`src/spi_io_config.svh`:
```
// spi_io register map, version bytes and pwm channel count
`ifndef SPI_IO_CONFIG_SVH
`define SPI_IO_CONFIG_SVH

// --------------------------------------------------
// version bytes
// --------------------------------------------------
`define SPI_IO_VER_L 8'h00
`define SPI_IO_VER_H 8'hA1

// --------------------------------------------------
// register addresses
// --------------------------------------------------

// bit 7 global enable, bits 3:0 channel enables
`define SPI_IO_ADDR_PWM_CTRL 7'd2

// four bytes per channel
// period low, period high, duty low, duty high
`define SPI_IO_ADDR_PWM_BASE 7'd4

// stored output nibble low, input pins high
`define SPI_IO_ADDR_GPIO 7'd20

// highest implemented address
`define SPI_IO_ADDR_LAST 7'd20

// --------------------------------------------------
// sizing
// --------------------------------------------------
`define SPI_IO_PWM_CHANNELS 4

`endif

```
`src/spi_io_pkg.sv`:
```
// spi_io shared types for register requests, pwm configuration and slave states
`default_nettype none

package spi_io_pkg;

	// --------------------------------------------------
	// plain vector types
	// --------------------------------------------------
	typedef logic [6:0] reg_addr_t;
	typedef logic [7:0] reg_data_t;
	typedef logic [15:0] pwm_count_t;
	typedef logic [3:0] gpio_t;

	// --------------------------------------------------
	// bundles
	// --------------------------------------------------

	// one access from the spi slave to the bank
	typedef struct packed {
		logic wr;
		reg_addr_t addr;
		reg_data_t data;
	} reg_req_t;

	// per channel pwm settings with the enable already qualified
	typedef struct packed {
		logic en;
		pwm_count_t period;
		pwm_count_t duty;
	} pwm_cfg_t;

	// frame phase of the spi slave
	typedef enum logic [1:0] {
		spi_idle,
		spi_cmd,
		spi_data
	} spi_state_t;

endpackage

`default_nettype wire

```
`src/pwm_channel.sv`:
```
// single pwm generator with period counter and registered duty compare
`timescale 1ns/10ps
`default_nettype none

module pwm_channel import spi_io_pkg::*; (
	input logic clk_core,
	input logic reset_n,
	input pwm_cfg_t cfg,
	output logic pwm
);

	pwm_count_t cnt;
	logic at_end;

	// --------------------------------------------------
	// period counter
	// --------------------------------------------------

	// wraps after period so the repeat time is period+1 cycles
	assign at_end = (cnt >= cfg.period);

	always_ff @(posedge clk_core or negedge reset_n) begin
		if (!reset_n) begin
			cnt <= '0;
		end else if (!cfg.en) begin
			cnt <= '0;
		end else if (at_end) begin
			cnt <= '0;
		end else begin
			cnt <= cnt + 16'd1;
		end
	end

	// --------------------------------------------------
	// duty compare
	// --------------------------------------------------

	// high while the count is below duty and low when disabled
	always_ff @(posedge clk_core or negedge reset_n) begin
		if (!reset_n) begin
			pwm <= 1'b0;
		end else if (!cfg.en) begin
			pwm <= 1'b0;
		end else begin
			pwm <= (cnt < cfg.duty);
		end
	end

endmodule

`default_nettype wire

```
`src/reg_bank.sv`:
```
// spi_io register bank with version, pwm control, pwm channel and gpio bytes
`timescale 1ns/10ps
`default_nettype none
`include "spi_io_config.svh"

module reg_bank import spi_io_pkg::*; (
	input logic clk_core,
	input logic reset_n,
	input reg_req_t reg_req,
	output reg_data_t rd_data,
	input gpio_t gpio_in,
	output gpio_t gpio_out,
	output pwm_cfg_t pwm_cfg [`SPI_IO_PWM_CHANNELS]
);

	localparam int n_pwm_bytes = 4 * `SPI_IO_PWM_CHANNELS;
	localparam int pwm_idx_w = $clog2(n_pwm_bytes);

	reg_data_t pwm_bytes [n_pwm_bytes];
	logic [`SPI_IO_PWM_CHANNELS-1:0] ch_en;
	logic glb_en;
	gpio_t gpio_reg;

	reg_addr_t pwm_off;
	logic [pwm_idx_w-1:0] pwm_idx;
	logic pwm_hit;
	logic addr_valid;

	// --------------------------------------------------
	// address decode
	// --------------------------------------------------
	assign pwm_off = reg_req.addr - `SPI_IO_ADDR_PWM_BASE;
	assign pwm_idx = pwm_off[pwm_idx_w-1:0];
	assign pwm_hit = (reg_req.addr >= `SPI_IO_ADDR_PWM_BASE) &&
		(pwm_off < reg_addr_t'(n_pwm_bytes));
	assign addr_valid = (reg_req.addr <= `SPI_IO_ADDR_LAST);

	// --------------------------------------------------
	// write side
	// --------------------------------------------------

	// version bytes and unused addresses fall through untouched
	always_ff @(posedge clk_core or negedge reset_n) begin
		if (!reset_n) begin
			ch_en <= '0;
			glb_en <= 1'b0;
			gpio_reg <= '0;
			for (int i = 0; i < n_pwm_bytes; i++) begin
				pwm_bytes[i] <= '0;
			end
		end else if (reg_req.wr && addr_valid) begin
			if (reg_req.addr == `SPI_IO_ADDR_PWM_CTRL) begin
				ch_en <= reg_req.data[`SPI_IO_PWM_CHANNELS-1:0];
				glb_en <= reg_req.data[7];
			end
			if (pwm_hit) begin
				pwm_bytes[pwm_idx] <= reg_req.data;
			end
			if (reg_req.addr == `SPI_IO_ADDR_GPIO) begin
				gpio_reg <= reg_req.data[3:0];
			end
		end
	end

	// --------------------------------------------------
	// read mux
	// --------------------------------------------------
	always_comb begin
		rd_data = '0;
		if (addr_valid) begin
			if (pwm_hit) begin
				rd_data = pwm_bytes[pwm_idx];
			end else begin
				case (reg_req.addr)
					7'd0: rd_data = `SPI_IO_VER_L;
					7'd1: rd_data = `SPI_IO_VER_H;
					// bits 6:4 not implemented
					`SPI_IO_ADDR_PWM_CTRL: rd_data = {glb_en, 3'b000, ch_en};
					// live input pins next to the stored outputs
					`SPI_IO_ADDR_GPIO: rd_data = {gpio_in, gpio_reg};
					default: rd_data = '0;
				endcase
			end
		end
	end

	// --------------------------------------------------
	// outputs
	// --------------------------------------------------
	assign gpio_out = gpio_reg;

	// little endian byte pairs per channel
	for (genvar n = 0; n < `SPI_IO_PWM_CHANNELS; n++) begin : g_cfg
		assign pwm_cfg[n] = '{
			en: glb_en & ch_en[n],
			period: {pwm_bytes[4*n+1], pwm_bytes[4*n]},
			duty: {pwm_bytes[4*n+3], pwm_bytes[4*n+2]}
		};
	end

endmodule

`default_nettype wire

```
`src/spi_io_top.sv`:
```
// spi_io top level joining spi slave, register bank and pwm channels
`timescale 1ns/10ps
`default_nettype none
`include "spi_io_config.svh"

module spi_io_top import spi_io_pkg::*; (
	input logic clk_core,
	input logic reset_n,
	input logic sck,
	input logic mosi,
	input logic ssel,
	input gpio_t gpio_in,
	output logic miso,
	output gpio_t gpio_out,
	output logic [`SPI_IO_PWM_CHANNELS-1:0] pwm_out
);

	reg_req_t reg_req;
	reg_data_t rd_data;
	pwm_cfg_t pwm_cfg [`SPI_IO_PWM_CHANNELS];

	// --------------------------------------------------
	// spi front end
	// --------------------------------------------------
	spi_slave u_spi_slave (
		.clk_core(clk_core),
		.reset_n(reset_n),
		.sck(sck),
		.mosi(mosi),
		.ssel(ssel),
		.miso(miso),
		.reg_req(reg_req),
		.rd_data(rd_data)
	);

	// --------------------------------------------------
	// registers
	// --------------------------------------------------
	reg_bank u_reg_bank (
		.clk_core(clk_core),
		.reset_n(reset_n),
		.reg_req(reg_req),
		.rd_data(rd_data),
		.gpio_in(gpio_in),
		.gpio_out(gpio_out),
		.pwm_cfg(pwm_cfg)
	);

	// --------------------------------------------------
	// pwm channels
	// --------------------------------------------------
	for (genvar n = 0; n < `SPI_IO_PWM_CHANNELS; n++) begin : g_pwm
		pwm_channel u_pwm_channel (
			.clk_core(clk_core),
			.reset_n(reset_n),
			.cfg(pwm_cfg[n]),
			.pwm(pwm_out[n])
		);
	end

endmodule

`default_nettype wire

```
`src/spi_slave.sv`:
```
// spi mode 0 slave with command decode and auto-incrementing register address
`timescale 1ns/10ps
`default_nettype none

module spi_slave import spi_io_pkg::*; (
	input logic clk_core,
	input logic reset_n,
	input logic sck,
	input logic mosi,
	input logic ssel,
	output logic miso,
	output reg_req_t reg_req,
	input reg_data_t rd_data
);

	logic [2:0] sck_sync;
	logic [2:0] ssel_sync;
	logic [1:0] mosi_sync;
	logic sck_rise;
	logic sck_fall;
	logic ssel_active;
	logic frame_start;

	logic [2:0] bit_cnt;
	logic byte_done;
	reg_data_t rx_shift;
	reg_data_t tx_shift;

	spi_state_t state;
	logic wr_dir;
	reg_addr_t addr;
	logic wr_stb;
	logic rd_ld;

	// --------------------------------------------------
	// input synchronizers and edge detect
	// --------------------------------------------------

	// bits 1:0 synchronize and bit 2 holds the previous level
	always_ff @(posedge clk_core or negedge reset_n) begin
		if (!reset_n) begin
			sck_sync <= 3'b000;
			ssel_sync <= 3'b111;
			mosi_sync <= 2'b00;
		end else begin
			sck_sync <= {sck_sync[1:0], sck};
			ssel_sync <= {ssel_sync[1:0], ssel};
			mosi_sync <= {mosi_sync[0], mosi};
		end
	end

	assign sck_rise = (sck_sync[2:1] == 2'b01);
	assign sck_fall = (sck_sync[2:1] == 2'b10);
	assign ssel_active = ~ssel_sync[1];
	assign frame_start = (ssel_sync[2:1] == 2'b10);

	// --------------------------------------------------
	// bit counter and receive shift
	// --------------------------------------------------
	always_ff @(posedge clk_core or negedge reset_n) begin
		if (!reset_n) begin
			bit_cnt <= 3'd0;
			byte_done <= 1'b0;
		end else begin
			byte_done <= 1'b0;
			if (frame_start) begin
				bit_cnt <= 3'd0;
			end else if (ssel_active && sck_rise) begin
				bit_cnt <= bit_cnt + 3'd1;
				byte_done <= (bit_cnt == 3'd7);
			end
		end
	end

	// msb first
	always_ff @(posedge clk_core) begin
		if (ssel_active && sck_rise) begin
			rx_shift <= {rx_shift[6:0], mosi_sync[1]};
		end
	end

	// --------------------------------------------------
	// frame fsm and address counter
	// --------------------------------------------------
	always_ff @(posedge clk_core or negedge reset_n) begin
		if (!reset_n) begin
			state <= spi_idle;
			wr_dir <= 1'b0;
			addr <= '0;
			wr_stb <= 1'b0;
			rd_ld <= 1'b0;
		end else begin
			wr_stb <= 1'b0;
			rd_ld <= 1'b0;
			// step past the byte just written or fetched
			if (wr_stb || rd_ld) begin
				addr <= addr + 7'd1;
			end
			if (!ssel_active) begin
				state <= spi_idle;
			end else begin
				case (state)
					spi_idle: begin
						if (frame_start) begin
							state <= spi_cmd;
						end
					end
					spi_cmd: begin
						if (byte_done) begin
							wr_dir <= rx_shift[7];
							addr <= rx_shift[6:0];
							// prefetch the start address for a read
							rd_ld <= ~rx_shift[7];
							state <= spi_data;
						end
					end
					spi_data: begin
						if (byte_done) begin
							wr_stb <= wr_dir;
							rd_ld <= ~wr_dir;
						end
					end
					default: state <= spi_idle;
				endcase
			end
		end
	end

	// --------------------------------------------------
	// transmit shift
	// --------------------------------------------------

	// no shift on the first falling edge so the msb stays on miso
	always_ff @(posedge clk_core or negedge reset_n) begin
		if (!reset_n) begin
			tx_shift <= '0;
		end else if (frame_start) begin
			tx_shift <= '0;
		end else if (rd_ld) begin
			tx_shift <= rd_data;
		end else if (ssel_active && sck_fall && (bit_cnt != 3'd0)) begin
			tx_shift <= {tx_shift[6:0], 1'b0};
		end
	end

	assign miso = tx_shift[7];
	assign reg_req = '{wr: wr_stb, addr: addr, data: rx_shift};

endmodule

`default_nettype wire

```
`config.mk`:
```
export PLATFORM = sky130hd
export DESIGN_NAME = spi_io_top
export DESIGN_NICKNAME = d
export VERILOG_FILES = /design/src/spi_io_pkg.sv /design/src/pwm_channel.sv /design/src/reg_bank.sv /design/src/spi_io_top.sv /design/src/spi_slave.sv
export VERILOG_INCLUDE_DIRS = /design/src
export SDC_FILE = /design/constraint.sdc
export NUM_CORES = 1
export LEC_CHECK = 0
export CORE_ASPECT_RATIO = 1.2
export CORE_MARGIN = 4
export CORE_UTILIZATION = 58
export CTS_BUF_LIST = sky130_fd_sc_hd__clkbuf_8 sky130_fd_sc_hd__clkbuf_16
export DETAILED_ROUTE_END_ITERATION = 10
export DONT_BUFFER_PORTS = 1
export PLACE_DENSITY_LB_ADDON = 0.2
export SYNTH_ARGS = -nofsm -noshare
export SYNTH_HDL_FRONTEND = slang
export SYNTH_SLANG_ARGS = --single-unit
```
`constraint.sdc`:
```
create_clock -name clk_core -period 3.3 [get_ports clk_core]
set_clock_uncertainty 0.1 [all_clocks]
set_input_delay 0.66 -clock clk_core [delete_from_list [all_inputs] [get_ports clk_core]]
set_output_delay 0.66 -clock clk_core [all_outputs]
set_load 0.01 [all_outputs]
```
-- Yosys cells after proc, flatten, opt, wreduce, memory -nomap -nowiden
Index checks and enable logic that the tools add are counted.
- logic and storage cells: 138
- bits of input ports: 9
- output and inout bits: 9
- register bits after elaboration: 245
- reductions and logical operators: 16
- multiplexer cells: 43
- order comparisons: 13
- add/subtract/negate cells: 7
- bitwise logic cells: 8
- eq/ne operators: 12
- operators with widths (kind ; count):
    128-bit bitwise mux ; 1
    16-bit 2-to-1 mux ; 8
    16-bit by 1-bit adder with 16-bit output, second input constant ; 4
    16-bit >= comparator ; 4
    16-bit < comparator ; 4
    8-bit 2-to-1 mux ; 8
    8-bit binary-select mux with 4-bit select ; 1
    8-bit demux with 4-bit select ; 1
    7-bit 2-to-1 mux ; 4
    8-bit case mux with 3 select lines ; 1
    1-bit 2-to-1 mux ; 12
    7-bit by 1-bit adder with 7-bit output, second input constant ; 1
    7-bit by 1-bit equality test with 1-bit output, second input constant ; 1
    7-bit by 2-bit equality test with 1-bit output, second input constant ; 1
    7-bit by 5-bit equality test with 1-bit output, second input constant ; 1
    7-bit by 3-bit >= comparator with 1-bit output, second input constant ; 1
    7-bit by 5-bit <= comparator with 1-bit output, second input constant ; 1
    7-bit by 5-bit < comparator with 1-bit output, second input constant ; 1
    7-bit by 3-bit subtractor with 7-bit output, second input constant ; 1
    2-bit equality test, second input constant ; 3
    1-bit logical AND ; 6
    2-bit 2-to-1 mux ; 3
    3-bit 2-to-1 mux ; 2
    3-bit by 1-bit != test with 1-bit output, second input constant ; 2
    other kinds (17) ; 27

-- Depth between registers and ports, before layout
- depth in word-level cells: 9
- depth in mapped cells: 12

-- By module
A second synthesis with hierarchy kept.
- cell total of the unflattened synthesis: 1340
- area total of the unflattened synthesis: 14610.3 um^2
- by module, submodules not included (module ; sequential area each (um^2) ; times used ; area each (um^2) ; cells an instance):
    reg_bank ; 3428.3 ; 1 ; 6685.2 ; 473
    pwm_channel (g_pwm[0].u_pwm_channel ...) ; 425.4 ; 3 ; 1534.0 ; 178
    spi_slave ; 1044.8 ; 1 ; 1798.0 ; 155
    pwm_channel (g_pwm[2].u_pwm_channel) ; 425.4 ; 1 ; 1525.2 ; 178

-- Worst setup path after synthesis
No wires, ideal clock.
- kind: register to register
- start point: register u_spi_slave.addr[1]
- end point: register u_reg_bank.pwm_bytes, in the netlist u_reg_bank.pwm_cfg[107]
- clock period less this slack: 2709 ps
- data arrival time: 2482 ps
- cell stages (with the launch flop): 13
- path buffers: 4
- setup slack: 591 ps
- data required time: 3072 ps
- path through: dfrtp_1 > buf_2 > buf_2 > buf_2 > inv_1 > ha_1 > and2_1 > o211ai_2 > nor2_2 > and2_1 > buf_6 > nand2_4 > mux2_1
- word-level cells in the longest chain between the ends: 7
- elaborated cells between the ends (all ways): 14
- those cells by class: add/sub: 1; order compare: 5; mux: 3; bitwise: 1; reduce/logical: 4
- ends and longest elaborated chain (item ; RTL line ; source):
    start: declaration ; spi_slave.sv:31 ; reg_addr_t addr;
    start signal: assignment ; spi_slave.sv:97 ; addr <= addr + 7'd1;
    start signal: assignment ; spi_slave.sv:111 ; addr <= rx_shift[6:0];
    7-bit by 3-bit subtractor with 7-bit output (no source line) ; -- ;
    4-bit inverter with 5-bit output (not written as such) ; reg_bank.sv:57 ; pwm_bytes[pwm_idx] <= reg_req.data;
    5-bit >= comparator (not written as such) / 5-bit by 1-bit < comparator with 1-bit output (equally long branches) ; reg_bank.sv:57 ;
    1-bit logical AND (not written as such) ; reg_bank.sv:57 ;
    8-bit 2-to-1 mux (not written as such) ; reg_bank.sv:57 ;
    8-bit demux with 4-bit select ; reg_bank.sv:57 ;
    128-bit bitwise mux ; reg_bank.sv:57 ;
    end signal: indexed assignment ; reg_bank.sv:57 ;
    end: declaration ; reg_bank.sv:19 ; reg_data_t pwm_bytes [n_pwm_bytes];
Parallel ways exist; a longest one is shown, timed or not.
A chain may end at the register's enable or synchronous reset.

-- Worst setup path in the final report
- start point: register u_spi_slave.addr[2]
- end point: register u_reg_bank.pwm_bytes, in the netlist u_reg_bank.pwm_cfg[8]
Same word-level chain as after synthesis.

==> impl_summary.md <==
Run status
The flow ran to the end, but the final reports show violations. The final reports fail on hold timing.

Power
Overall power consumption after layout is estimated at around 6.6 mW. Of the total power, the share spent switching nets is between 20% and 30%. VDD sags by at most a little over 0.4 mV. Summed over all nets, the switching power comes to 1.316 mW.

The sequential share of power is between 40% and 50%. The ratio of total power to cell area is a little over 400 nW/µm². Summed over all cells, the static leakage comes to 7.413 nW. Combinational cells account for under 10% of the total power.

The internal portion of the total power is 5.234 mW. The clock network fraction of design power is about half.

Timing
The timing-limited maximum frequency is around 0.36 GHz. Setup violations remaining at the end of the flow were counted as 0. The worst-margin pin slew is between 1 and 1.5 ns. Final hold analysis gives a worst-case slack of -0.2708 ns. Setup repair after global routing left no endpoint under its margin.

The number of failing hold endpoints at the final stage is roughly 230. The total negative slack is 0 ns. Of the available clock period, the critical path in the final layout requires a little over four fifths. In this run the tightest slew margin relative to its limit is 17.15%.

The total count of max-transition violations in the final report came to 0. The final worst-path setup slack is roughly 0.50 ns. Counting I/O delays and the setup requirement, the final critical path takes between 2 and 3 ns.

CTS
The later-pin clock latency in the skew report is ~0.54 ns. The number of gates resized after CTS is 0. The clock tree buffer depth is 3. The cts-stage hold buffer count is 1. The tree built by TritonCTS fans out to approximately 250 sinks. The TritonCTS clock tree is yes. The tree is rooted in a clkbuf_16. After clock tree synthesis, the setup repair step added 0 buffers. In this run, CTS created clock tree buffers numbering 27. The H-tree level count is 1. Clock-pin slew was measured on the worst setup and hold paths at roughly 0.060 ns.

Route
The detailed router's first-iteration violation count is 607. After detailed routing, the number of remaining DRC violations is 0. The aggregate routed wire length is ~34000 µm. The detail route stage leaves a number of antenna-violating nets equal to 0.

In the final routed layout, each cell accounts on average for between 20 and 25 µm. The number of search-and-repair iterations in the first detailed-routing pass is 5. The overall via count from detail_route is slightly below 10000. The routed via count divided by cell count is about 6.

Layout
Summing all multi-input logic gate instances after layout gives roughly 7700 µm². Leaving out fill and tap cells, the most frequent cell in the layout is dfrtp_1. The antenna cell count is 0. The top cell types in the final layout, fill and taps aside, are dfrtp_1, ha_1, inv_1. Summing all flip-flop and latch instances after layout gives around 6200 µm². The area growth from synthesis to layout is 8.092%.

The design area is 15940 µm². The total of fill cells in the finished design is 1989. The ratio of cells with drive above 1 in the final layout is 11.37%.

The net count of the finished layout is between 1000 and 1500.

Synthesis
The post-synthesis net count is 1464. Sorting the synthesized cells by area gives the leading types as dfrtp_1, ha_1, mux2_1. The mapped cell area is approximately 15000 µm². For this run, asynchronously set or reset flops after synthesis account for a little over nine tenths.

Synthesis handed over a netlist of approximately 1300 instances. The number of register bits inferred by synthesis is 245. The area fraction of the dominant cell type after synthesis is roughly 40%. The cell taking the most area after synthesis is dfrtp_1.

Of the synthesized area, sequential elements account for roughly two fifths. Yosys mapped the design onto 69 distinct sky130hd cell types. The predominant post-synthesis flop cell is dfrtp_1. For this run, the number of Yosys warnings is 0. In this run, synthesis inferred 8 flip-flops with an integrated enable. The mean area per synthesized cell is between 10 and 15 µm².

Placement
Before CTS, the worst setup slack after placement is ~0.53 ns. The HPWL reported at the end of detailed placement is roughly 24000 µm. The last weighted congestion value of the routability-driven placer is ~0.94. The area of placed instances is 14920 µm². Port buffering added 0 buffers.

Global routing
The number of global-route vias before repair is between 10000 and 15000. The largest net degree at the start of global routing is about 240. The total routing resource utilization after global routing is 24.63%. met2 is the most crowded layer. The global-route met1 utilization is between 30% and 40%.

The first global-routing pass estimated about 56000 µm of wire. The initial antenna violation count is 0. Summed over all layers, the global routing overflow is 0. For met3 alone, demand over resource in global routing was under 10%.

The routing usage on met2 is 43.16%.

Min path
The worst hold path belongs to the class in -> async.

Worst setup path
The origin of the critical flop-to-flop path is u_spi_slave.addr[2]$_DFF_PN0_. The capturing point of the worst reg2reg path is u_reg_bank.pwm_cfg[8]$_DFFE_PN0P_. In this run the worst path has a maximum fanout of 9. The number of cells on the worst reg-to-reg path is 8.

The data arrival time of the critical path is a little over 3 ns. The critical path endpoint category is a flip-flop. The kind of start point of the critical path is a flip-flop. STA puts the critical path data required time at 3.61 ns. The category of the critical setup timing path is reg -> reg. The worst reg-to-reg setup slack is between 0.4 and 0.5 ns.

Floorplan
The top-level I/O count is 18. For this configuration, the core starts out at a cell density of about 60%. The horizontal die dimension is around 150 µm. The die is around 180 µm tall. The core area is 24910 µm². The die covers around 28000 µm².

The number of cell rows is 63.

Flow run
Max-cap violations in this run came to 0.
[kinds of logic after synthesis]
kind of cell | share of synthesized area [%]
AO/OA/AOI/OAI | 8.109
flip-flops | 41.86
AND/OR/NAND/NOR | 11.67
XOR/XNOR | 3.681
multiplexers | 16.85
adder cells (fa/ha/maj) | 12.21
buffers and inverters | 5.615
[Yosys cell counts (all sizes together), types with 8 or more instances]
library cell  instances
dfrtp               234
ha                  144
inv                 141
mux2                140
nor2                111
nand2                60
a21oi                53
xor2                 38
nand3                30
a21o                 29
mux4                 27
nand4                27
buf                  26
o21ai                24
xnor2                24
clkbuf               23
and3                 18
mux2i                18
nor2b                13
nand2b               12
o21a                  9
and2                  8
edfxtp                8
o22ai                 8
[per-layer routing]
| layer | wire length (µm) | part of all wire [%] |
|---|---|---|
| met3 | 1143 | 3.4 |
| met2 | 17270 | 51 |
| met5 | 0 | 0 |
| met4 | 1013 | 3.0 |
| met1 | 14260 | 42 |
[critical path, cell delays in order (launching register included)]
cell	delay, ns
dfrtp_1	0.45
clkinv_1	0.28
ha_1	0.31
nor3_2	0.17
a31oi_2	0.14
nor2_2	0.17
and2_1	0.50
nand2_4	0.17
mux2_1	0.35
[worst max path at each step]
stage	start	to	slack (ns)
after CTS	u_spi_slave.addr[2]$_DFF_PN0_	u_reg_bank.pwm_cfg[8]$_DFFE_PN0P_	0.51
after global routing	u_spi_slave.addr[2]$_DFF_PN0_	u_reg_bank.pwm_cfg[8]$_DFFE_PN0P_	0.37
after floorplan	u_spi_slave.addr[1]$_DFF_PN0_	u_reg_bank.pwm_cfg[107]$_DFFE_PN0P_	0.59
final	u_spi_slave.addr[2]$_DFF_PN0_	u_reg_bank.pwm_cfg[8]$_DFFE_PN0P_	0.50
after detailed placement	u_spi_slave.addr[2]$_DFF_PN0_	u_reg_bank.pwm_cfg[8]$_DFFE_PN0P_	0.53
after global placement	u_spi_slave.addr[2]$_DFF_PN0_	u_reg_bank.pwm_cfg[48]$_DFFE_PN0P_	0.63
[through the flow]
stage / cells / utilization, %
4_1_cts: 1644 / 64.01
5_1_grt: 1644 / 64.01
3_5_place_dp: 1593 / 59.90
6_report: 1644 / 64.01
2_1_floorplan: 1311 / -
3_3_place_gp: 1593 / 59.90
[area by class of cell]
type                    instances  share of cell area [%]
inverters                     142                   3.343
well taps                     325                   2.550
repair buffers                  7                  0.4238
clock inverters                21                   1.946
flip-flops and latches        245                   38.74
multi-input cells             875                   48.59
clock buffers                  29                   4.410
[power groups by stage]
stage	sequential (mW)	combinational, mW	clock (mW)
after floorplan	3.11	0.0675	0
after global placement	3.13	0.0673	0
after detailed placement	3.13	0.0685	0
after CTS	3.07	0.0724	3.46
after global routing	3.08	0.0838	3.59
final	3.08	0.0718	3.40
[registers in the layout (all words and copies together), names as in the netlist]
register                 count
u_reg_bank.pwm_cfg         128
u_spi_slave.sck_sync         3
g_pwm.u_pwm_channel.pwm      4
u_spi_slave.wr_dir           1
u_spi_slave.addr             7
u_spi_slave.ssel_sync        3
u_reg_bank.ch_en             4
u_spi_slave.bit_cnt          3
u_reg_bank.gpio_out          4
u_spi_slave.state            2
u_spi_slave.wr_stb           1
g_pwm.u_pwm_channel.cnt     64
u_spi_slave.rx_shift         8
u_spi_slave.tx_shift         8
u_spi_slave.rd_ld            1
u_spi_slave.mosi_sync        2
u_spi_slave.byte_done        1
u_reg_bank.glb_en            1
(Power assumes the default switching activity.)
